[src/design/mem_pkg.sv]
// Shared types for the CPU memory side
// Words and byte addresses are both 16 bits wide
// The top byte address bit selects one of two banks
// Write mask bit 0 enables the low byte and bit 1 the high byte
package mem_pkg;

	localparam int WORD_BITS = 16;
	localparam int ADDR_BITS = 16;

	typedef logic [WORD_BITS-1:0] word_t;
	typedef logic [ADDR_BITS-1:0] addr_t;
	typedef logic [1:0] wr_mask_t;

	localparam wr_mask_t MASK_ALL = 2'b11; // Both byte lanes

	// States of the CPU memory interface FSM
	typedef enum logic [3:0] {
		st_halt          = 4'd0, // Sleeping, no requests issued
		st_execute       = 4'd1, // Fetching in the open bank
		st_wait_ready1   = 4'd2, // Bank change dead cycle before a fetch
		st_wait_ready2   = 4'd3, // Fetch in a newly opened bank
		st_execute_load  = 4'd4,
		st_wait_load1    = 4'd5,
		st_wait_load2    = 4'd6,
		st_execute_store = 4'd7,
		st_wait_store1   = 4'd8,
		st_wait_store2   = 4'd9
	} mem_state_e;

endpackage

[src/design/bank_bus_if.sv]
// Valid/ready request channel between a requester and a memory bank
// A transfer happens on a rising clock edge with valid and ready both high
// The address is a word address and read data follows one cycle after the transfer
`timescale 1ns/1ns

interface bank_bus_if import mem_pkg::*; ();

	logic     valid;
	logic     ready;
	logic     wr;    // High for a store
	addr_t    addr;  // Word address
	word_t    wdata;
	wr_mask_t mask;
	word_t    rdata;

	modport requester (
		output valid, wr, addr, wdata, mask,
		input  ready, rdata
	);

	modport responder (
		input  valid, wr, addr, wdata, mask,
		output ready, rdata
	);

endinterface

[src/design/bank_ram.sv]
// One memory bank of BANK_WORDS 16-bit words, indexed by the low word address bits
// Always ready. Writes land on the transfer edge under the byte mask
// Read data is registered and valid one cycle after a read transfer
// BANK_WORDS should be a power of two
`timescale 1ns/1ns

module bank_ram import mem_pkg::*; #(
	parameter int BANK_WORDS = 256
) (
	input  logic CLK,
	bank_bus_if.responder bus
);

	localparam int IDX_BITS = (BANK_WORDS > 1) ? $clog2(BANK_WORDS) : 1;

	word_t               mem [BANK_WORDS];
	word_t               rdata_r;
	logic [IDX_BITS-1:0] idx;
	logic                xfer;

	assign idx       = bus.addr[IDX_BITS-1:0];
	assign xfer      = bus.valid && bus.ready;
	assign bus.ready = 1'b1;
	assign bus.rdata = rdata_r;

	always_ff @(posedge CLK) begin
		if (xfer && bus.wr) begin
			if (bus.mask[0])
				mem[idx][7:0] <= bus.wdata[7:0];
			if (bus.mask[1])
				mem[idx][15:8] <= bus.wdata[15:8];
		end
		if (xfer && !bus.wr)
			rdata_r <= mem[idx]; // Holds until the next read
	end

endmodule

[src/flat_wrapper.sv]
// flat-port wrapper written by rule: the top's interface ports become plain ports
module bank_ram_flat import mem_pkg::*;
#(
	parameter int BANK_WORDS = 256
)
  (CLK, bus_valid, bus_wr, bus_addr, bus_wdata, bus_mask, bus_ready, bus_rdata);
  bank_bus_if bus_i ();
  input  logic CLK;
  input wire logic [$bits(bus_i.valid)-1:0] bus_valid;
  input wire logic [$bits(bus_i.wr)-1:0] bus_wr;
  input wire logic [$bits(bus_i.addr)-1:0] bus_addr;
  input wire logic [$bits(bus_i.wdata)-1:0] bus_wdata;
  input wire logic [$bits(bus_i.mask)-1:0] bus_mask;
  output wire logic [$bits(bus_i.ready)-1:0] bus_ready;
  output wire logic [$bits(bus_i.rdata)-1:0] bus_rdata;
  assign bus_i.valid = bus_valid;
  assign bus_i.wr = bus_wr;
  assign bus_i.addr = bus_addr;
  assign bus_i.wdata = bus_wdata;
  assign bus_i.mask = bus_mask;
  assign bus_ready = bus_i.ready;
  assign bus_rdata = bus_i.rdata;
  bank_ram #(.BANK_WORDS(BANK_WORDS)) u_core (.CLK(CLK), .bus(bus_i));
endmodule
[config.mk]
export PLATFORM = sky130hd
export DESIGN_NAME = bank_ram_flat
export DESIGN_NICKNAME = d
export VERILOG_FILES = /design/src/design/mem_pkg.sv /design/src/design/bank_bus_if.sv /design/src/design/bank_ram.sv /design/src/flat_wrapper.sv
export SDC_FILE = /design/constraint.sdc
export NUM_CORES = 2
export LEC_CHECK = 0
export BUFFER_PORTS_ARGS = -buffer_cell sky130_fd_sc_hd__clkbuf_2
export CAP_MARGIN = 0
export CORE_AREA = 5 5 729 731
export DETAILED_ROUTE_END_ITERATION = 12
export DIE_AREA = 0 0 734 736
export PLACE_DENSITY = 0.45
export SYNTH_ARGS = -nofsm -noshare
export SYNTH_HDL_FRONTEND = slang
export SYNTH_SLANG_ARGS = --single-unit
[constraint.sdc]
create_clock -name CLK -period 2.3 [get_ports CLK]
set_input_delay 0.23 -clock CLK [delete_from_list [all_inputs] [get_ports CLK]]
set_output_delay 0.23 -clock CLK [all_outputs]
set_load 0.02 [all_outputs]
# Word-level counts from Yosys, hierarchy flattened
# Memory sizes are Yosys's and may differ from the RTL's. A register that Yosys moved wholly into a read port is not among the register bits.
# Cells that the tools add are included.
[totals] reg_bits=0 mem_count=1 out_inout_bits=17 mem_bits_rw=4096 input_bits=37
[op_classes] n_mux=6 reduce_logical=3
[memory_table] name="u_core.mem" depth=256 width=16 rd=1 rd_clocked_by_memory_dff=1 wr=1 line="bank_ram.sv:16" rtl="word_t mem [BANK_WORDS];"
[op_table] op="1-bit two-way mux" count=6
[op_table] op="1-bit logical AND" count=2
[op_table] op="1-bit zero test" count=1

# Depth between registers and ports, before layout
[depth] depth_word=3 ltp_mapped=9 depth_no_buf=5

# Worst setup path after synthesis
# OpenSTA, ideal clock, no wires.
[synth_timing] path_type="input to register" from="input bus_addr[1]" to="memory u_core.mem[130][0] in the netlist's numbering (enable)" setup_time_ns=0.370 arrival_time_ns=2.101 slack_ns=-0.171 path_buffers=5 cell_stages=8 path_cell_list="buf_2 buf_2 buf_1 clkbuf_1 nor2b_1 nand2_1 clkbuf_1 nor2_1"
[synth_rtl] element="start: declaration" line="flat_wrapper.sv:11" rtl="input wire logic [$bits(bus_i.addr)-1:0] bus_addr;"
[synth_rtl] element="end: declaration" line="bank_ram.sv:16"
# Straight into the memory's write port.

==> impl_metrics.py <==
metrics = {
    "power": {
        "power_frac_comb": 0.054,
        "p_sw_mw": 34.9,
        "p_clk_frac": 0.435,
        "seqPwrFrac": 0.512,
        "worst_ir_drop_vdd_uv": 667,
        "p_sw_frac": 0.216,
        "internal_power_mw": 126,
        "powerDensity_mw_per_mm2": 831,
        "p_total_mw": 161,
        "leakage_nw": 60.9,
    },
    "setup_path": {
        "reg2reg_depth": 6,
        "critPathLaunchType": "flop",
        "end_kind": "flop",
        "crit_fanout": 1,
        "crit_type": "reg2reg",
        "crit_required_ns": 3.02,
        "arrival_ns": 3.22,
    },
    "route": {
        "routed_wl_um": 455000,
        "ant_nets": 0,
        "dr.pass1.iters": 6,
        "routed_via_density": 4.96,
        "drt-initial-drc-count": 6994,
        "via_count": 78100,
        "remaining_drc_errors": 0,
        "wl_per_cell_um": 28.8,
    },
    "timing": {
        "fmax_mhz": 400,
        "setup_viol_count_final": 11,
        "fin_crit_ns": 2.50,
        "hold_violations": 0,
        "finalCritPeriodShare": 1.09,
        "drv_slew": 0,
        "slew_headroom": 0.290,
        "finalSetupTns_ns": -1.02,
        "clock-skew-final_ns": 0.0587,
        "tightest_slew_ns": 1.06,
        "rsz0062_at_grt": "true",
        "setup_slack_ns": -0.201,
    },
    "run": {
        "drv_cap": 0,
    },
    "grt": {
        "grt.total_usage": 0.165,
        "overflow": 0,
        "grt_pass1_wl_um": 643000,
        "grt_max_degree": 119,
        "grt_pass1_vias": 82400,
        "antenna_found_initial": 32,
    },
    "synth": {
        "ys_types": 19,
        "synth-seq-cells": 4112,
        "synth_top_area_share": 0.788,
        "yosys-top-cells-area": "edfxtp_1, mux4_2, a22oi_1",
        "seq_area_frac_synth": 0.788,
        "yosysWarnings": 0,
        "syn-num-nets": 7071,
        "muxShareOfSynthArea": 0.147,
        "synth_top_family_by_area": "multiplexers",
        "synth-compound-area-share": 0.0363,
        "syn-instance-count": 7034,
        "netlist_area_mm2": 0.157,
        "synth_xor_area_frac": 0,
        "yosys.area.top_type": "edfxtp_1",
        "avgSynthCellArea_um2": 22.3,
        "synth-adder-area-share": 0,
        "synth-simple-area-share": 0.0149,
    },
    "placed_design": {
        "io_buffers": 44,
        "place_ws_ns": -1.64,
        "dp_hpwl_um": 295000,
        "routabilityCongestion": 0.779,
        "place_area_mm2": 0.178,
    },
    "floorplan": {
        "initial_core_util": 0.299,
        "ios": 54,
        "core_area_mm2": 0.524,
        "die_w_um": 734,
        "dieArea_mm2": 0.540,
        "die_h_um": 736,
        "num_rows": 266,
    },
    "clock_network": {
        "htreeDepth": 5,
        "clk_pin_slew_ns": 0.06,
        "cts_made_buffers": 437,
        "clockBufferDepth": 4,
        "tritoncts": "built",
        "cts_root_buffer": "clkbuf_16",
        "clock_sinks": 4112,
        "clock_latency_ns": 0.98,
        "post_cts_buffers": 0,
    },
    "hold_path": {
        "min_path_type": "in2reg",
        "min_path_cells": 6,
    },
    "status": {
        "violations": "setup timing",
        "outcome": "finished with violations",
    },
    "layout": {
        "final_nets": 8445,
        "stdcell_area_mm2": 0.194,
        "fillers": 47400,
        "area_growth_pct": 23.9,
        "post-route-util": 0.371,
        "drive_gt1_frac": 0.385,
    },
}
==> metal layers <==
metal | wire length (um) | GRT usage
met3 | 21300 | 0.0199
met1 | 200000 | 0.231
met5 | 12 | 0
met2 | 223000 | 0.275
met4 | 10200 | 0.0358
==> power groups by stage <==
stage | Sequential [mW] | Clock [mW] | Combinational [mW]
detailed placement | 84.1 | 0 | 8.52
floorplan | 84.1 | 0 | 3.55
CTS | 82.5 | 71.8 | 8.74
global placement | 84.1 | 0 | 8.44
global route | 82.5 | 74.8 | 9.12
finish | 82.5 | 70.1 | 8.64
==> synthesized netlist by cell type, drive strengths merged <==
library cell  number
a21oi            256
a22oi            512
and2               2
buf              161
clkbuf           302
conb               1
edfxtp          4112
mux4            1024
nand2             45
nand2b             2
nand3              6
nand4             16
nor2             523
nor2b              7
o41ai             64
or2                1
==> cell families (layout without fill, tap and decap cells) <==
group,after synthesis,after routing
AND/OR/NAND/NOR,602,602
flip-flops,4112,4112
buffers and inverters,463,2214
other,1,8
multiplexers,1024,1024
AO/OA/AOI/OAI,832,832
==> critical path, stage by stage (launching register included) <==
cell and delay (ns):
edfxtp_1 0.35, mux4_2 0.52, a22oi_1 0.30, a21oi_1 0.20, o41ai_4 0.55, buf_4 0.25, nand4_1 0.10
==> what timing repair did <==
action	in CTS	in global routing
hold buffers	17	0
gates resized for setup	138	90
setup endpoints to repair	18	22
cloned	0	0
pin swaps	42	43
endpoints found under the hold margin	3644	0
==> layout by cell type (no fill, tap or decap), drive strengths merged <==
| cell type | netlist | final |
|---|---|---|
| and2 | 2 | 2 |
| clkinv | 0 | 213 |
| inv | 0 | 18 |
| edfxtp | 4112 | 4112 |
| nor2b | 7 | 7 |
| dlygate4sd3 | 0 | 17 |
| nand4 | 16 | 16 |
| nand2b | 2 | 2 |
| or2 | 1 | 1 |
| clkinvlp | 0 | 12 |
| conb | 1 | 1 |
| nand3 | 6 | 6 |
| nor2 | 523 | 523 |
| o41ai | 64 | 64 |
| a22oi | 512 | 512 |
| bufinv | 0 | 46 |
| nand2 | 45 | 45 |
| buf | 161 | 1356 |
| clkbuf | 302 | 552 |
| a21oi | 256 | 256 |
| mux4 | 1024 | 1024 |
| diode | 0 | 7 |
==> cell type report <==
cell class,count,area [um^2],area share
clock buffers,527,11400,0.0590
diodes,7,17.5,0.0000903
multi-input cells,2459,33600,0.173
clock inverters,289,2700,0.0139
flip-flops and latches,4112,123000,0.636
repair buffers,1398,14100,0.0726
well taps,6968,8720,0.0449
==> registers in the layout (all words and copies together), names as in the netlist <==
signal	count
u_core.mem	4096
u_core.bus.rdata	16
==> worst paths after layout <==
| kind | start | to | slack, ns |
|---|---|---|---|
| max | u_core.mem[75][11] | u_core.bus.rdata[11] | -0.20 |
| min | bus_addr[7] | u_core.bus.rdata[12] | 0.14 |
| max reg2reg | u_core.mem[75][11] | u_core.bus.rdata[11] | -0.20 |
| min reg2reg | u_core.mem[212][12] | u_core.bus.rdata[12] | 1.13 |
==> through the flow <==
step	instances	hold WS (ns)
2_1_floorplan	7034	0.329
3_3_place_gp	14900	0.613
3_5_place_dp	14900	0.607
4_1_cts	15800	0.0521
5_1_grt	15800	0.110
6_report	15800	0.145
Note: power is estimated with default switching activity, not from simulation.
