$ cat src/design/mem_pkg.sv
// Shared types for the CPU memory side
// Words and byte addresses are both 16 bits wide
// The top byte address bit selects one of two banks
// Write mask bit 0 enables the low byte and bit 1 the high byte
package mem_pkg;

	localparam int WORD_BITS = 16;
	localparam int ADDR_BITS = 16;

	typedef logic [WORD_BITS-1:0] word_t;
	typedef logic [ADDR_BITS-1:0] addr_t;
	typedef logic [1:0] wr_mask_t;

	localparam wr_mask_t MASK_ALL = 2'b11; // Both byte lanes

	// States of the CPU memory interface FSM
	typedef enum logic [3:0] {
		st_halt          = 4'd0, // Sleeping, no requests issued
		st_execute       = 4'd1, // Fetching in the open bank
		st_wait_ready1   = 4'd2, // Bank change dead cycle before a fetch
		st_wait_ready2   = 4'd3, // Fetch in a newly opened bank
		st_execute_load  = 4'd4,
		st_wait_load1    = 4'd5,
		st_wait_load2    = 4'd6,
		st_execute_store = 4'd7,
		st_wait_store1   = 4'd8,
		st_wait_store2   = 4'd9
	} mem_state_e;

endpackage

$ cat src/design/bank_bus_if.sv
// Valid/ready request channel between a requester and a memory bank
// A transfer happens on a rising clock edge with valid and ready both high
// The address is a word address and read data follows one cycle after the transfer
`timescale 1ns/1ns

interface bank_bus_if import mem_pkg::*; ();

	logic     valid;
	logic     ready;
	logic     wr;    // High for a store
	addr_t    addr;  // Word address
	word_t    wdata;
	wr_mask_t mask;
	word_t    rdata;

	modport requester (
		output valid, wr, addr, wdata, mask,
		input  ready, rdata
	);

	modport responder (
		input  valid, wr, addr, wdata, mask,
		output ready, rdata
	);

endinterface

$ cat src/design/bank_arbiter.sv
// Routes word requests to one of two banks by the top word address bit
// Only one bank is open at a time and bank 0 is open after reset
// Opening the other bank holds ready low for OPEN_CYCLES cycles first
// OPEN_CYCLES must be at least 1
// BANK_WORDS should be a power of two no larger than half the word space
`timescale 1ns/1ns

module bank_arbiter import mem_pkg::*; #(
	parameter int BANK_WORDS  = 256,
	parameter int OPEN_CYCLES = 2
) (
	input  logic CLK,
	input  logic RSTb,
	bank_bus_if.responder cpu,
	bank_bus_if.requester bank0,
	bank_bus_if.requester bank1
);

	localparam int IDX_BITS = (BANK_WORDS > 1) ? $clog2(BANK_WORDS) : 1;
	localparam int CNT_BITS = (OPEN_CYCLES > 1) ? $clog2(OPEN_CYCLES) : 1;
	localparam logic [CNT_BITS-1:0] CNT_LAST = CNT_BITS'(OPEN_CYCLES - 1);
	localparam int BANK_BIT = ADDR_BITS - 2; // Top byte address bit, seen in the word address

	logic                open_bank_r;
	logic                served_bank_r; // Bank whose read data is due this cycle
	logic [CNT_BITS-1:0] open_cnt_r;
	logic                req_bank;
	logic                bank_hit;
	addr_t               local_addr;

	assign req_bank   = cpu.addr[BANK_BIT];
	assign bank_hit   = (req_bank == open_bank_r);
	assign local_addr = addr_t'(cpu.addr[IDX_BITS-1:0]);

	// Both banks see the request fields and only valid is steered
	assign bank0.valid = cpu.valid && bank_hit && !open_bank_r;
	assign bank0.wr    = cpu.wr;
	assign bank0.addr  = local_addr;
	assign bank0.wdata = cpu.wdata;
	assign bank0.mask  = cpu.mask;

	assign bank1.valid = cpu.valid && bank_hit && open_bank_r;
	assign bank1.wr    = cpu.wr;
	assign bank1.addr  = local_addr;
	assign bank1.wdata = cpu.wdata;
	assign bank1.mask  = cpu.mask;

	// Ready does not look at valid, so there is no loop through the requester
	assign cpu.ready = bank_hit && (open_bank_r ? bank1.ready : bank0.ready);
	assign cpu.rdata = served_bank_r ? bank1.rdata : bank0.rdata;

	always_ff @(posedge CLK) begin
		if (!RSTb) begin
			open_bank_r <= 1'b0;
			served_bank_r <= 1'b0;
			open_cnt_r <= '0;
		end else begin
			if (cpu.valid && !bank_hit) begin
				if (open_cnt_r == CNT_LAST) begin
					open_bank_r <= req_bank; // Served from the next cycle on
					open_cnt_r <= '0;
				end else begin
					open_cnt_r <= open_cnt_r + 1'b1;
				end
			end else begin
				open_cnt_r <= '0;
			end
			if (cpu.valid && cpu.ready)
				served_bank_r <= open_bank_r;
		end
	end

endmodule

$ cat src/flat_wrapper.sv
// flat-port wrapper written by rule: the top's interface ports become plain ports
module bank_arbiter_flat import mem_pkg::*;
#(
	parameter int BANK_WORDS  = 256,
	parameter int OPEN_CYCLES = 2
)
  (CLK, RSTb, cpu_valid, cpu_wr, cpu_addr, cpu_wdata, cpu_mask, cpu_ready, cpu_rdata, bank0_valid, bank0_wr, bank0_addr, bank0_wdata, bank0_mask, bank0_ready, bank0_rdata, bank1_valid, bank1_wr, bank1_addr, bank1_wdata, bank1_mask, bank1_ready, bank1_rdata);
  bank_bus_if cpu_i ();
  bank_bus_if bank0_i ();
  bank_bus_if bank1_i ();
  input  logic CLK;
  input  logic RSTb;
  input wire logic [$bits(cpu_i.valid)-1:0] cpu_valid;
  input wire logic [$bits(cpu_i.wr)-1:0] cpu_wr;
  input wire logic [$bits(cpu_i.addr)-1:0] cpu_addr;
  input wire logic [$bits(cpu_i.wdata)-1:0] cpu_wdata;
  input wire logic [$bits(cpu_i.mask)-1:0] cpu_mask;
  output wire logic [$bits(cpu_i.ready)-1:0] cpu_ready;
  output wire logic [$bits(cpu_i.rdata)-1:0] cpu_rdata;
  output wire logic [$bits(bank0_i.valid)-1:0] bank0_valid;
  output wire logic [$bits(bank0_i.wr)-1:0] bank0_wr;
  output wire logic [$bits(bank0_i.addr)-1:0] bank0_addr;
  output wire logic [$bits(bank0_i.wdata)-1:0] bank0_wdata;
  output wire logic [$bits(bank0_i.mask)-1:0] bank0_mask;
  input wire logic [$bits(bank0_i.ready)-1:0] bank0_ready;
  input wire logic [$bits(bank0_i.rdata)-1:0] bank0_rdata;
  output wire logic [$bits(bank1_i.valid)-1:0] bank1_valid;
  output wire logic [$bits(bank1_i.wr)-1:0] bank1_wr;
  output wire logic [$bits(bank1_i.addr)-1:0] bank1_addr;
  output wire logic [$bits(bank1_i.wdata)-1:0] bank1_wdata;
  output wire logic [$bits(bank1_i.mask)-1:0] bank1_mask;
  input wire logic [$bits(bank1_i.ready)-1:0] bank1_ready;
  input wire logic [$bits(bank1_i.rdata)-1:0] bank1_rdata;
  assign cpu_i.valid = cpu_valid;
  assign cpu_i.wr = cpu_wr;
  assign cpu_i.addr = cpu_addr;
  assign cpu_i.wdata = cpu_wdata;
  assign cpu_i.mask = cpu_mask;
  assign cpu_ready = cpu_i.ready;
  assign cpu_rdata = cpu_i.rdata;
  assign bank0_valid = bank0_i.valid;
  assign bank0_wr = bank0_i.wr;
  assign bank0_addr = bank0_i.addr;
  assign bank0_wdata = bank0_i.wdata;
  assign bank0_mask = bank0_i.mask;
  assign bank0_i.ready = bank0_ready;
  assign bank0_i.rdata = bank0_rdata;
  assign bank1_valid = bank1_i.valid;
  assign bank1_wr = bank1_i.wr;
  assign bank1_addr = bank1_i.addr;
  assign bank1_wdata = bank1_i.wdata;
  assign bank1_mask = bank1_i.mask;
  assign bank1_i.ready = bank1_ready;
  assign bank1_i.rdata = bank1_rdata;
  bank_arbiter #(.BANK_WORDS(BANK_WORDS), .OPEN_CYCLES(OPEN_CYCLES)) u_core (.CLK(CLK), .RSTb(RSTb), .cpu(cpu_i), .bank0(bank0_i), .bank1(bank1_i));
endmodule
$ cat config.mk
export PLATFORM = sky130hd
export DESIGN_NAME = bank_arbiter_flat
export DESIGN_NICKNAME = d
export VERILOG_FILES = /design/src/design/mem_pkg.sv /design/src/design/bank_bus_if.sv /design/src/design/bank_arbiter.sv /design/src/flat_wrapper.sv
export SDC_FILE = /design/constraint.sdc
export NUM_CORES = 1
export LEC_CHECK = 0
export ABC_AREA = 1
export ABC_CLOCK_PERIOD_IN_PS = 800
export BUFFER_PORTS_ARGS = -buffer_cell sky130_fd_sc_hd__buf_4
export CAP_MARGIN = 0
export CORE_MARGIN = 2
export CORE_UTILIZATION = 25
export DETAILED_ROUTE_END_ITERATION = 16
export PLACE_DENSITY = 0.86
export REMOVE_ABC_BUFFERS = 1
export SLEW_MARGIN = 20
export SYNTH_ARGS = -nofsm -noshare
export SYNTH_HDL_FRONTEND = slang
export SYNTH_SLANG_ARGS = --single-unit
$ cat constraint.sdc
create_clock -name CLK -period 0.8 [get_ports CLK]
set_input_delay 0.16 -clock CLK [delete_from_list [all_inputs] [get_ports CLK]]
set_output_delay 0.16 -clock CLK [all_outputs]
set_load 0.02 [all_outputs]
## Word level (Yosys, flattened, before mapping)

Cells that the tools add are included.

- Bits in registers: 3
- Output and inout bits: 89
- Word-level logic and storage cells: 19
- Input port bits: 72

- Add/subtract/negate cells: 1
- Equal/unequal tests: 1
- Muxes and demuxes: 2
- Reduce and logical (&&, ||, !) cells: 10
- Bitwise logic cells: 2

Operators with widths:

| operator | count |
|---|---|
| 2-to-1 mux 16 bit | 1 |
| logical AND 1 bit | 6 |
| OR reduction 3 bit | 1 |
| logical NOT 1 bit | 2 |
| NOT 1 bit | 2 |
| AND reduction 2 bit | 1 |
| adder 1 bit (second input constant) | 1 |
| == test 1 bit | 1 |
| 2-to-1 mux 1 bit | 1 |

## Longest topological paths before layout

- Depth in word-level cells: 5
- Gate-level depth with buffers: 5
- Mapped depth without buffers: 5

## Least setup slack after synthesis

No wires, ideal clock.

- Kind: reg2out
- Start point: register u_core.open_bank_r
- End point: output bank0_valid
- Required time: 640 ps
- Stages on the path, launching flop included: 2
- Path buffers: 0
- Path slack: -203 ps
- Arrival time: 843 ps
- Cells stage by stage: dfxtp_1 nor3_1

- Longest elaborated chain between the ends: 3
- Elaborated cells on any way between the ends: 4
- Those cells by class: 1 x eq/ne; 3 x reduce/logical

RTL lines:

| item | line | RTL |
|---|---|---|
| start, declared | bank_arbiter.sv:24 | `logic open_bank_r;` |
| start signal, assigned | bank_arbiter.sv:60 | `open_bank_r <= req_bank;` |
| == test 1 bit | bank_arbiter.sv:32 | `assign bank_hit = (req_bank == open_bank_r);` |
| logical AND 1 bit | bank_arbiter.sv:36 | `assign bank0.valid = cpu.valid && bank_hit && !open_bank_r;` |
| logical AND 1 bit (*) | bank_arbiter.sv:36 |  |
| end, declared | flat_wrapper.sv:20 | `output wire logic [$bits(bank0_i.valid)-1:0] bank0_valid;` |

Mark *: on every way between the ends. The rest lies on a longest branch, timed or not.

## Worst setup path in the final report

- Start point: register u_core.served_bank_r
- End point: output cpu_rdata[14]

- Longest elaborated chain between the ends: 1

RTL lines:

| item | line | RTL |
|---|---|---|
| start, declared | bank_arbiter.sv:25 | `logic served_bank_r;` |
| start signal, assigned | bank_arbiter.sv:69 | `served_bank_r <= open_bank_r;` |
| 2-to-1 mux 16 bit | bank_arbiter.sv:50 | `assign cpu.rdata = served_bank_r ? bank1.rdata : bank0.rdata;` |
| end, declared | flat_wrapper.sv:19 | `output wire logic [$bits(cpu_i.rdata)-1:0] cpu_rdata;` |

Every way passes these cells.

==> results.sh <==
export IMPL_status="finished with violations"
export IMPL_violations="negative setup slack"
export IMPL_yosysMostFrequentCell="buf_4"
export IMPL_final_setup_skew_ps=2.24
export IMPL_wire_per_inst_um=22.0
export IMPL_cts_buffers=3
export IMPL_io_pins=161
export IMPL_route_detailed_drc=0
export IMPL_drt_initial_drc_count=11
export IMPL_dr_pass1_iters=4
export IMPL_die_w_um=64.6
export IMPL_gpl_final_weighted_congestion=0.860
export IMPL_final_net_count=233
export IMPL_final_util_pct=33.6
export IMPL_grt_pass1_wl_mm=5.76
export IMPL_yosys_top_cells_count="buf_4, nand2_1, inv_1"
export IMPL_port_buffer_count=56
export IMPL_final_antenna_net_count=0
export IMPL_viasPerCell=4.21
export IMPL_antenna_cells=0
export IMPL_drt_total_wl_mm=4.57
export IMPL_grt_busiest_layer="met2"
export IMPL_worstPathArrival_ps=1030
export IMPL_cts_tree="done"
export IMPL_dieArea_um2=4170
export IMPL_grt_ovfl_total=0
export IMPL_synth_seq_area_share_pct=6.55
export IMPL_core_area_um2=3610
export IMPL_finalSetupViolCount=20
export IMPL_die_height_um=64.6
export IMPL_dp_hpwl_mm=3.93
export IMPL_fin_crit_sh_pct=149
export IMPL_num_rows=22
export IMPL_hold_viol_final=0
export IMPL_ys_flop_type="dfxtp_1"
export IMPL_peakVddDrop_mv=1.00
export IMPL_crit_path_start_kind="flip-flop"
export IMPL_required_ps=640
export IMPL_synth_edf_count=0
export IMPL_grt_use_met1_pct=16.9
export IMPL_antenna_found_initial=0
export IMPL_path_max_fanout=8
export IMPL_cts_buffer_depth=2
export IMPL_synth_top_area_share_pct=58.1
export IMPL_ys_ff_latch=3
export IMPL_netlist_area_um2=917
export IMPL_htreeDepth=1
export IMPL_nFillCells=400
export IMPL_synth_area_leader_cell="buf_4"
export IMPL_setup_ws_ps=-393
export IMPL_insertion_delay_ps=220
export IMPL_yosysWarnings=0
export IMPL_layout_drive_gt1_share_pct=68.1
export IMPL_crit_type="reg2out"
export IMPL_maxSlewViolCount=0
export IMPL_clock_sinks=3
export IMPL_worst_setup_path_end_kind="primary output"
export IMPL_area_growth_pct=32.2
export IMPL_grt_pass1_vias=838
export IMPL_initial_core_util_pct=25.4
export IMPL_total_power_mw=1.34
export IMPL_hold_path_class="in2reg"
export IMPL_ys_types=16
export IMPL_leakage_nw=0.665
export IMPL_cts_root_buffer="clkbuf_8"
export IMPL_period_minus_slack_ps=1190
export IMPL_synth_avg_cell_area_um2=6.16
export IMPL_async_flop_share_pct=0
export IMPL_fmax_mhz=838
export IMPL_synth_area_top_cells="buf_4, nand2_1, dfxtp_1"
export IMPL_grt_max_degree=18
export IMPL_met3_usage_pct=17.0
export IMPL_cts_clk_slew_worst_paths_ps=30
export IMPL_maxCapViolations=0
export IMPL_synth_cells=149
export IMPL_met2_usage_pct=33.6
export IMPL_p_per_area_nw_per_um2=1110
export IMPL_grtUsageTotal_pct=20.6
export IMPL_vias=875
export IMPL_rsz0062_at_grt="yes"
==> stage by stage <==
stage | hold WS [ps] | setup TNS (ps) | std cells | setup WS [ps] | instance area, µm²
after global routing | 198 | -7290 | 208 | -426 | 1210
after CTS | 186 | -6010 | 207 | -344 | 1110
after global placement | 321 | -2880 | 203 | -195 | 958
after floorplan | 281 | -4900 | 91 | -282 | 418
after detailed placement | 321 | -3340 | 203 | -205 | 958
final | 190 | -6560 | 208 | -393 | 1210
==> registers in the layout, indices dropped and copies added (netlist names) <==
name                  flops
u_core.served_bank_r      1
u_core.open_cnt_r         1
u_core.open_bank_r        1
==> worst max-delay path: stages, from the launching register on <==
cell,delay (ps)
dfxtp_4,400
buf_8,160
nand2_2,60
nand2_2,80
buf_6,120
==> metal layers <==
| layer | share of wire [%] | vias to the layer above |
|---|---|---|
| li1 | - | 383 |
| met1 | 29 | 384 |
| met2 | 48 | 98 |
| met3 | 16 | 10 |
| met4 | 6.3 | 0 |
| met5 | 0 | - |
==> path summary, 6_finish.rpt <==
check                                             to  depth (start not counted)  slack [ps]            startpoint
worst min register to register     u_core.open_cnt_r                          3         540     u_core.open_cnt_r
worst max-delay path                   cpu_rdata[14]                          4        -390  u_core.served_bank_r
worst min-delay path              u_core.open_bank_r                          3         190                  RSTb
worst max register to register  u_core.served_bank_r                          5         -20    u_core.open_bank_r
==> where the power goes <==
| group | internal (mW) | total, mW | switching (mW) |
|---|---|---|---|
| sequential | 0.154 | 0.168 | 0.0135 |
| clock | 0.340 | 0.444 | 0.104 |
| combinational | 0.357 | 0.728 | 0.371 |
| total | 0.852 | 1.34 | 0.488 |
==> cells in the final DEF (no fill, tap or decap), drive strengths merged <==
master  count
buf        65
nand2      55
conb       16
inv         6
clkbuf      4
nand3       4
a21oi       3
dfxtp       3
and2        1
nor3        1
nand4       1
nor2        1
==> what timing repair did <==
item                       4_1_cts  5_1_grt
setup endpoints to repair       21       21
resized for setup               35       32
pin swaps                        5       11
hold buffers                     0        0
buffers inserted                 0        1
hold endpoints to repair         0        0
==> area by class of cell <==
class	instances	area, µm²	area share [%]
Timing Repair Buffer	65	578	47.7
Multi-Input combinational cell	82	432	35.6
Sequential cell	3	67.6	5.57
Tap cell	48	60.1	4.95
Clock buffer	4	45.0	3.72
Inverter	6	30.0	2.48
==> logic make-up (layout without fill, tap and decap cells) <==
| logic type | count (synthesis) | count (layout) | synth area share (%) |
|---|---|---|---|
| DFF | 3 | 3 | 6.55 |
| AOI/OAI and AO/OA | 3 | 3 | 2.05 |
| and+or+nand+nor | 63 | 63 | 27.7 |
| buffers and inverters | 79 | 75 | 63.3 |
| other | 1 | 16 | 0.409 |
No activity file was read; power rests on OpenSTA's default activity.
