`src/design/mem_pkg.sv`:
```
// Shared types for the CPU memory side
// Words and byte addresses are both 16 bits wide
// The top byte address bit selects one of two banks
// Write mask bit 0 enables the low byte and bit 1 the high byte
package mem_pkg;

	localparam int WORD_BITS = 16;
	localparam int ADDR_BITS = 16;

	typedef logic [WORD_BITS-1:0] word_t;
	typedef logic [ADDR_BITS-1:0] addr_t;
	typedef logic [1:0] wr_mask_t;

	localparam wr_mask_t MASK_ALL = 2'b11; // Both byte lanes

	// States of the CPU memory interface FSM
	typedef enum logic [3:0] {
		st_halt          = 4'd0, // Sleeping, no requests issued
		st_execute       = 4'd1, // Fetching in the open bank
		st_wait_ready1   = 4'd2, // Bank change dead cycle before a fetch
		st_wait_ready2   = 4'd3, // Fetch in a newly opened bank
		st_execute_load  = 4'd4,
		st_wait_load1    = 4'd5,
		st_wait_load2    = 4'd6,
		st_execute_store = 4'd7,
		st_wait_store1   = 4'd8,
		st_wait_store2   = 4'd9
	} mem_state_e;

endpackage

```
`src/design/bank_bus_if.sv`:
```
// Valid/ready request channel between a requester and a memory bank
// A transfer happens on a rising clock edge with valid and ready both high
// The address is a word address and read data follows one cycle after the transfer
`timescale 1ns/1ns

interface bank_bus_if import mem_pkg::*; ();

	logic     valid;
	logic     ready;
	logic     wr;    // High for a store
	addr_t    addr;  // Word address
	word_t    wdata;
	wr_mask_t mask;
	word_t    rdata;

	modport requester (
		output valid, wr, addr, wdata, mask,
		input  ready, rdata
	);

	modport responder (
		input  valid, wr, addr, wdata, mask,
		output ready, rdata
	);

endinterface

```
`src/design/cpu_memory_interface.sv`:
```
// Memory request FSM on the CPU side of the bank arbiter
// The bus carries word addresses, the byte address shifted right by one
// A change of the top address bit between accesses inserts two wait states
// The next request is sampled on the edge where the current access transfers,
// so the CPU holds its request inputs until then
// The first fetch after reset is from address 0 and wake restarts at pc
// Halt is taken only in the execute state, once the pending fetch transfers
`timescale 1ns/1ns

module cpu_memory_interface import mem_pkg::*; (
	input  logic     CLK,
	input  logic     RSTb,
	input  logic     load_memory,
	input  logic     store_memory,
	input  logic     halt,
	input  logic     wake,
	input  addr_t    pc,
	input  addr_t    load_store_address,
	input  word_t    store_memory_data,
	input  wr_mask_t store_memory_wr_mask,
	bank_bus_if.requester bus,
	output logic     is_executing,
	output logic     is_fetching,
	output logic     memory_is_instruction,
	output wr_mask_t memory_wr_mask_delayed,
	output addr_t    memory_address_prev_plus_two
);

	mem_state_e state_r;
	mem_state_e state_next;
	mem_state_e req_state;

	addr_t    addr_r;          // Byte address of the access on the bus
	addr_t    req_addr;        // Address of the next request
	addr_t    prev_plus_two_r;
	word_t    wdata_r;
	wr_mask_t mask_r;
	wr_mask_t mask_del_r;
	logic     is_instr_r;
	logic     req_cross;
	logic     take_req;
	logic     xfer;

	function automatic logic has_bank_switch(addr_t a, addr_t b);
		return a[ADDR_BITS-1] ^ b[ADDR_BITS-1];
	endfunction

	assign xfer = bus.valid && bus.ready;

	// Loads win over stores when both are asked, as in the CPU decoder
	assign req_addr  = (load_memory || store_memory) ? load_store_address : pc;
	assign req_cross = has_bank_switch(req_addr, addr_r);

	always_comb begin
		if (load_memory)
			req_state = req_cross ? st_wait_load1 : st_execute_load;
		else if (store_memory)
			req_state = req_cross ? st_wait_store1 : st_execute_store;
		else
			req_state = req_cross ? st_wait_ready1 : st_execute;
	end

	always_comb begin
		state_next = state_r;
		take_req = 1'b0;
		case (state_r)
			st_halt:
				if (wake)
					state_next = st_wait_ready1;
			st_wait_ready1:
				state_next = st_wait_ready2;
			st_wait_load1:
				state_next = st_wait_load2;
			st_wait_store1:
				state_next = st_wait_store2;
			st_execute: begin
				if (xfer && halt) begin
					state_next = st_halt; // The next fetch is dropped until wake
				end else if (xfer) begin
					take_req = 1'b1;
					state_next = req_state;
				end
			end
			st_wait_ready2,
			st_execute_load,
			st_wait_load2,
			st_execute_store,
			st_wait_store2: begin
				if (xfer) begin
					take_req = 1'b1;
					state_next = req_state;
				end
			end
			default:
				state_next = st_halt;
		endcase
	end

	always_ff @(posedge CLK) begin
		if (!RSTb) begin
			state_r <= st_wait_ready1;
			addr_r <= '0;
			mask_r <= MASK_ALL;
			mask_del_r <= MASK_ALL;
			is_instr_r <= 1'b0;
		end else begin
			state_r <= state_next;
			if (state_r == st_halt && wake) begin
				addr_r <= pc;
				mask_r <= MASK_ALL;
			end else if (take_req) begin
				addr_r <= req_addr;
				// Loads keep their byte mask so writeback can pick the byte
				mask_r <= (load_memory || store_memory) ? store_memory_wr_mask : MASK_ALL;
			end
			if (xfer) begin
				mask_del_r <= mask_r;
				is_instr_r <= is_fetching;
			end
		end
	end

	always_ff @(posedge CLK) begin
		if (take_req)
			wdata_r <= store_memory_data;
		if (xfer)
			prev_plus_two_r <= addr_r + addr_t'(2); // Return address after a fetch
	end

	always_comb begin
		bus.valid = 1'b0;
		bus.wr = 1'b0;
		case (state_r)
			st_execute,
			st_wait_ready2,
			st_execute_load,
			st_wait_load2:
				bus.valid = 1'b1;
			st_execute_store,
			st_wait_store2: begin
				bus.valid = 1'b1;
				bus.wr = 1'b1;
			end
			default: ;
		endcase
	end

	assign bus.addr  = {1'b0, addr_r[ADDR_BITS-1:1]};
	assign bus.wdata = wdata_r;
	assign bus.mask  = mask_r;

	assign is_executing = (state_r == st_execute) || (state_r == st_execute_load) ||
		(state_r == st_execute_store);
	assign is_fetching  = (state_r == st_execute) || (state_r == st_wait_ready2);

	assign memory_is_instruction        = is_instr_r;
	assign memory_wr_mask_delayed       = mask_del_r;
	assign memory_address_prev_plus_two = prev_plus_two_r;

endmodule

```
`src/flat_wrapper.sv`:
```
// flat-port wrapper written by rule: the top's interface ports become plain ports
module cpu_memory_interface_flat import mem_pkg::*;
  (CLK, RSTb, load_memory, store_memory, halt, wake, pc, load_store_address, store_memory_data, store_memory_wr_mask, is_executing, is_fetching, memory_is_instruction, memory_wr_mask_delayed, memory_address_prev_plus_two, bus_valid, bus_wr, bus_addr, bus_wdata, bus_mask, bus_ready, bus_rdata);
  bank_bus_if bus_i ();
  input  logic CLK;
  input  logic RSTb;
  input  logic load_memory;
  input  logic store_memory;
  input  logic halt;
  input  logic wake;
  input  addr_t pc;
  input  addr_t load_store_address;
  input  word_t store_memory_data;
  input  wr_mask_t store_memory_wr_mask;
  output logic is_executing;
  output logic is_fetching;
  output logic memory_is_instruction;
  output wr_mask_t memory_wr_mask_delayed;
  output addr_t memory_address_prev_plus_two;
  output wire logic [$bits(bus_i.valid)-1:0] bus_valid;
  output wire logic [$bits(bus_i.wr)-1:0] bus_wr;
  output wire logic [$bits(bus_i.addr)-1:0] bus_addr;
  output wire logic [$bits(bus_i.wdata)-1:0] bus_wdata;
  output wire logic [$bits(bus_i.mask)-1:0] bus_mask;
  input wire logic [$bits(bus_i.ready)-1:0] bus_ready;
  input wire logic [$bits(bus_i.rdata)-1:0] bus_rdata;
  assign bus_valid = bus_i.valid;
  assign bus_wr = bus_i.wr;
  assign bus_addr = bus_i.addr;
  assign bus_wdata = bus_i.wdata;
  assign bus_mask = bus_i.mask;
  assign bus_i.ready = bus_ready;
  assign bus_i.rdata = bus_rdata;
  cpu_memory_interface u_core (.CLK(CLK), .RSTb(RSTb), .load_memory(load_memory), .store_memory(store_memory), .halt(halt), .wake(wake), .pc(pc), .load_store_address(load_store_address), .store_memory_data(store_memory_data), .store_memory_wr_mask(store_memory_wr_mask), .bus(bus_i), .is_executing(is_executing), .is_fetching(is_fetching), .memory_is_instruction(memory_is_instruction), .memory_wr_mask_delayed(memory_wr_mask_delayed), .memory_address_prev_plus_two(memory_address_prev_plus_two));
endmodule
```
`config.mk`:
```
export PLATFORM = sky130hd
export DESIGN_NAME = cpu_memory_interface_flat
export DESIGN_NICKNAME = d
export VERILOG_FILES = /design/src/design/mem_pkg.sv /design/src/design/bank_bus_if.sv /design/src/design/cpu_memory_interface.sv /design/src/flat_wrapper.sv
export SDC_FILE = /design/constraint.sdc
export NUM_CORES = 1
export LEC_CHECK = 0
export ABC_AREA = 1
export BUFFER_PORTS_ARGS = -buffer_cell sky130_fd_sc_hd__buf_4
export CORE_ASPECT_RATIO = 2
export CORE_MARGIN = 3
export CORE_UTILIZATION = 42
export DETAILED_ROUTE_END_ITERATION = 16
export PLACE_DENSITY_LB_ADDON = 0.25
export SLEW_MARGIN = 20
export SYNTH_ARGS = -nofsm -noshare
export SYNTH_HDL_FRONTEND = slang
export SYNTH_SLANG_ARGS = --single-unit
```
`constraint.sdc`:
```
create_clock -name CLK -period 1.55 [get_ports CLK]
set_input_delay 0.0775 -clock CLK [delete_from_list [all_inputs] [get_ports CLK]]
set_output_delay 0.0775 -clock CLK [all_outputs]
set_load 0.05 [all_outputs]
```
Word-level counts from Yosys, hierarchy flattened
Index checks and enable logic that the tools add are counted.

Output and inout port bits: 57. Register bits: 57.

Reduce and logical (&&, ||, !) cells: 13. Multiplexer cells: 18. Bitwise logic cells: 2. Add/sub/neg operators: 1. Equality and inequality tests: 10.

Operators by type and width (number): 2-to-1 mux 16 bit (3); 2-to-1 mux 4 bit (6); one-hot mux 4 bit (6 select lines) (1); adder 16 x 2 -> 16 bit (second input constant) (1); equality test 4 x 3 -> 1 bit (second input constant) (4); equality test 4 x 2 -> 1 bit (second input constant) (2); equality test 4 bit (second input constant) (2); OR reduction 6 bit (1); 2-to-1 mux 1 bit (5); OR reduction 5 bit (1); equality test 4 x 1 -> 1 bit (second input constant) (1); logical NOT 4 bit (1); logical OR 1 bit (4); 2-to-1 mux 2 bit (2); OR reduction 2 bit (2); logical AND 1 bit (3); inequality test 2 bit (second input constant) (1); one-hot mux 1 bit (2 select lines) (1); nonzero test 2 bit (1); NOT 1 bit (1); XOR 1 bit (1).

Depth between registers and ports, before layout
Word-level depth: 9. Mapped depth: 12. Mapped depth without buffers: 12.

Least setup slack after synthesis
OpenSTA, ideal clock, no wires.

Path kind: reg-to-reg. Start point: reg u_core.state_r[0]. End point: reg u_core.prev_plus_two_r[0] (netlist: u_core.memory_address_prev_plus_two[0]), enable pin. Library setup time: 0.335 ns. Setup slack: -0.172 ns. Cell stages (with the launch flop): 7. Data arrival time: 1.386 ns. Period minus slack after synthesis: 1.722 ns. Data required time: 1.215 ns. Cells stage by stage: dfxtp_1 inv_2 nor2_2 nand2_1 nand4_2 nand2_2 inv_2.

Longest elaborated chain between the ends: 4. Elaborated cells on any way between the ends: 9. Those cells by class: 6 x eq/ne; 1 x mux; 2 x reduce/logical.

Ends and longest elaborated chain: start, declared (RTL line cpu_memory_interface.sv:29) `mem_state_e state_r;`; start signal, assigned (RTL line cpu_memory_interface.sv:101) `state_r <= st_wait_ready1;`; start signal, assigned (RTL line cpu_memory_interface.sv:107) `state_r <= state_next;`; equality test 4 x 3 -> 1 bit, or another cell as far along (RTL line cpu_memory_interface.sv:133) `case (state_r)`; OR reduction 6 bit (no source line) *; 2-to-1 mux 1 bit * (RTL line cpu_memory_interface.sv:133); named net bus_valid (RTL line flat_wrapper.sv:20) `output wire logic [$bits(bus_i.valid)-1:0] bus_valid;`; logical AND 1 bit * (RTL line cpu_memory_interface.sv:48) `assign xfer = bus.valid && bus.ready;`; end signal, assigned (RTL line cpu_memory_interface.sv:127) `prev_plus_two_r <= addr_r + addr_t'(2);`; end, declared (RTL line cpu_memory_interface.sv:35) `addr_t prev_plus_two_r;`.

The timed path passes the listed nets; every way through them passes the cells marked *. A chain may end at the register's enable or synchronous reset.

Worst setup path after layout
Start point: reg u_core.addr_r[2]. End point: reg u_core.prev_plus_two_r[14] (netlist: u_core.memory_address_prev_plus_two[14]), data pin.

Longest elaborated chain between the ends: 1.

Ends and longest elaborated chain: start, declared (RTL line cpu_memory_interface.sv:33) `addr_t addr_r;`; start signal, assigned (RTL line cpu_memory_interface.sv:109) `addr_r <= pc;`; start signal, assigned (RTL line cpu_memory_interface.sv:112) `addr_r <= req_addr;`; adder 16 x 2 -> 16 bit (RTL line cpu_memory_interface.sv:127).

Every way passes these cells.

==> metrics.csv <==
stage,metric,value,unit
drt,routed vias/inst,4.92,
die,chip width,64.2,um
die,num rows,41,
min_path,WHS Path Cells,4,
critical_path,"CP delay by family, top",simple AND/OR/NAND/NOR gates,
logic_synthesis,top area cells in the synthesized netlist,"edfxtp_1 (34%), dfxtp_1 (18%), nand2_1 (12%), nand3_1 (9.7%), buf_4 (4.5%)",
critical_path,slowest CP cell,dfxtp_2,
drt,Antenna Nets Post-Route,0,
logic_synthesis,cell area after synthesis,2840,um2
clocking,Worst-Skew Late Latency,0.32,ns
cells_and_area,layout cells sized above 1,0.404,
timing,final worst-path cycle share,0.967,
drt,Residual DRC,0,
drt,final WL,8400,um
die,area of the core,6410,um2
drt,Wirelength per Cell,14.8,um
min_path,Hold Path Class,in2reg,
timing,Setup Skew,0.00708,ns
timing,final hold vios,0,
clocking,maximum buffer depth of the clock tree,2,
timing,min Tclk post-route,1.50,ns
critical_path,required time worst endpoint,1.62,ns
critical_path,Worst setup EP type,register,
timing,WHS,0.0763,ns
timing,TNS Setup,0,ns
clocking,clock tree root driver cell,clkbuf_16,
drt,router iterations before antenna repair,6,
die,die area,7850,um2
clocking,H-Tree Depth,3,
cells_and_area,Syn-to-layout area delta,59.4,%
run,maxcap violations,0,
cells_and_area,ANT cells,0,
drt,via count,2799,
logic_synthesis,"EDFF count, synth",32,
critical_path,Worst setup SP type,register,
grt,largest net degree at the start of global routing,21,
power,Tot Pwr,8260,uW
place,post-DP HPWL,6100,um
critical_path,critical path peak fanout,3,
clocking,Clock Sinks,57,
grt,first-pass GRT wire length,12800,um
logic_synthesis,most common cell in the synthesized netlist,nand2_1,
run_status,outcome,"complete, no violations",
critical_path,Setup CP Type,reg2reg,
logic_synthesis,"top cells by count, synth","nand2_1 (90), nand3_1 (55), edfxtp_1 (32)",
power,P_leak,0.00209,uW
cells_and_area,fillcell total,540,
timing,Final setup viols,0,
logic_synthesis,Yosys reg bits,57,
critical_path,cell chain of the critical path,"buf_4, nand3_2, nor2_4, nand4_1, nor2_1, nand2_1, xnor2_1",
logic_synthesis,top cell type's share of synthesized area,0.338,
critical_path,worst path arrival time,1.57,ns
logic_synthesis,synthesized area per cell,8.69,um2
timing,max-slew violations,0,
die,initial core utilization,0.443,
logic_synthesis,Post-synth ARST share,0,
logic_synthesis,register area share after synthesis,0.514,
logic_synthesis,post-synth net total,403,
logic_synthesis,Most used DFF post-synth,edfxtp_1,
clocking,"CTS clk-pin slew, worst paths",0.05,ns
logic_synthesis,Mapped Cells,327,
critical_path,crit-path max cell delay,0.35,ns
grt,vias in the first global route,2798,
die,die outline height,122,um
grt,global route overflow,0,
grt,initial antenna violation count,0,
logic_synthesis,yosys warns,0,
critical_path,crit path buf inv count,1,
timing,highest clock rate,0.667,GHz
die,IO Count,130,
power,Peak VDD IR,1180,uV
place,RD Place Congestion,0.937,
place,IO Port Bufs,112,
critical_path,WP depth,7,
cells_and_area,final net count,554,
critical_path,Worst R2R Path Depth,7,
logic_synthesis,Synth area leader,edfxtp_1,
drt,1st-iter DRT viols,191,
clocking,total CTS buffers,9,
clocking,CTS tree,yes,
timing,RSZ-0062 raised after global routing,yes,
logic_synthesis,post-synth cell types,30,
power,cell area power density,1820,nW/um2
grt,Global Route Usage Sum,0.216,
cells_and_area,fin util,0.706,
[power by group]
group	total (uW)	internal [uW]	switching [uW]
Sequential	2360	2100	263
Combinational	3980	1340	2640
Clock	1920	1240	679
[per-stage QoR]
step / instance area [um2] / instances / worst slack [ns]
after floorplan: 2900 / 327 / -0.0245
after global placement: 3930 / 529 / -0.0382
after detailed placement: 3930 / 529 / -0.0635
after CTS: 4420 / 564 / 0.00622
after global routing: 4530 / 569 / -0.0565
final: 4530 / 569 / 0.0511
[placed cells by master (no fill, tap or decap), types with 2 or more instances in the layout]
| master | instances |
|---|---|
| clkinvlp_4 | 2 |
| dfxtp_2 | 5 |
| a21oi_1 | 19 |
| nand3_1 | 52 |
| nand3_4 | 2 |
| nor3_4 | 2 |
| xnor2_1 | 3 |
| edfxtp_1 | 32 |
| inv_1 | 26 |
| nand2_4 | 2 |
| buf_4 | 142 |
| clkinv_1 | 2 |
| o21ai_0 | 3 |
| buf_12 | 3 |
| clkinv_4 | 2 |
| ha_1 | 2 |
| nor2_2 | 3 |
| nand4_1 | 2 |
| xor2_1 | 9 |
| nor2_4 | 2 |
| dlygate4sd3_1 | 19 |
| clkbuf_16 | 10 |
| nand3_2 | 4 |
| nand2_1 | 89 |
| nand2_2 | 4 |
| dfxtp_1 | 19 |
| nor2_1 | 7 |
[area by class of cell]
cell class | count | area [um2] | share of cell area
repair buffers | 165 | 1340 | 0.296
multi-input cells | 215 | 1190 | 0.263
well taps | 86 | 108 | 0.0238
clock buffers | 9 | 225 | 0.0497
inverters | 30 | 120 | 0.0265
clock inverters | 7 | 71.3 | 0.0158
flip-flops and latches | 57 | 1470 | 0.325
[flip-flops by register name (all words and copies together) (netlist names)]
signal                               count
u_core.memory_wr_mask_delayed            2
u_core.bus.wdata                        16
u_core.memory_is_instruction             1
u_core.addr_r                           16
u_core.memory_address_prev_plus_two     16
u_core.state_r                           4
u_core.bus.mask                          2
[kinds of logic (layout without fill, tap and decap cells)]
kind of cell    after synthesis  in the layout  share of synthesized area
xor+xnor                     12             12                     0.0370
flops                        57             57                      0.514
buf+inv                      55            211                      0.102
fa+ha+maj                     3              3                     0.0132
compound gates               24             24                     0.0432
other cells                   1              1                    0.00132
simple gates                175            175                      0.289
[final timing paths]
check                   start                                      end  slack (ns)
min reg2reg  u_core.addr_r[0]   u_core.memory_address_prev_plus_two[0]        0.44
max reg2reg  u_core.addr_r[2]  u_core.memory_address_prev_plus_two[14]        0.05
min                      wake                        u_core.state_r[1]        0.08
max          u_core.addr_r[2]  u_core.memory_address_prev_plus_two[14]        0.05
[tightest hold or removal path: cells and delay by family]
family                 cells  cell delay (ns)
buffers and inverters      1             0.10
and+or+nand+nor            3             0.19
[per-layer routing]
metal	up-vias	GRT usage	wire length [um]
met2	93	0.443	5150
met1	1311	0.176	2540
met3	27	0.0476	356
li1	1368	-	-
met4	0	0.128	363
met5	-	0	0
[timing repair]
action                                  in CTS  in global routing
pin swaps                                    2                  3
setup buffers                                0                  4
hold buffers                                19                  0
cloned                                       0                  1
endpoints found under the setup margin      19                 39
endpoints found under the hold margin       21                  0
gates resized for setup                      2                 13
Note: power is estimated with default switching activity, not from simulation.
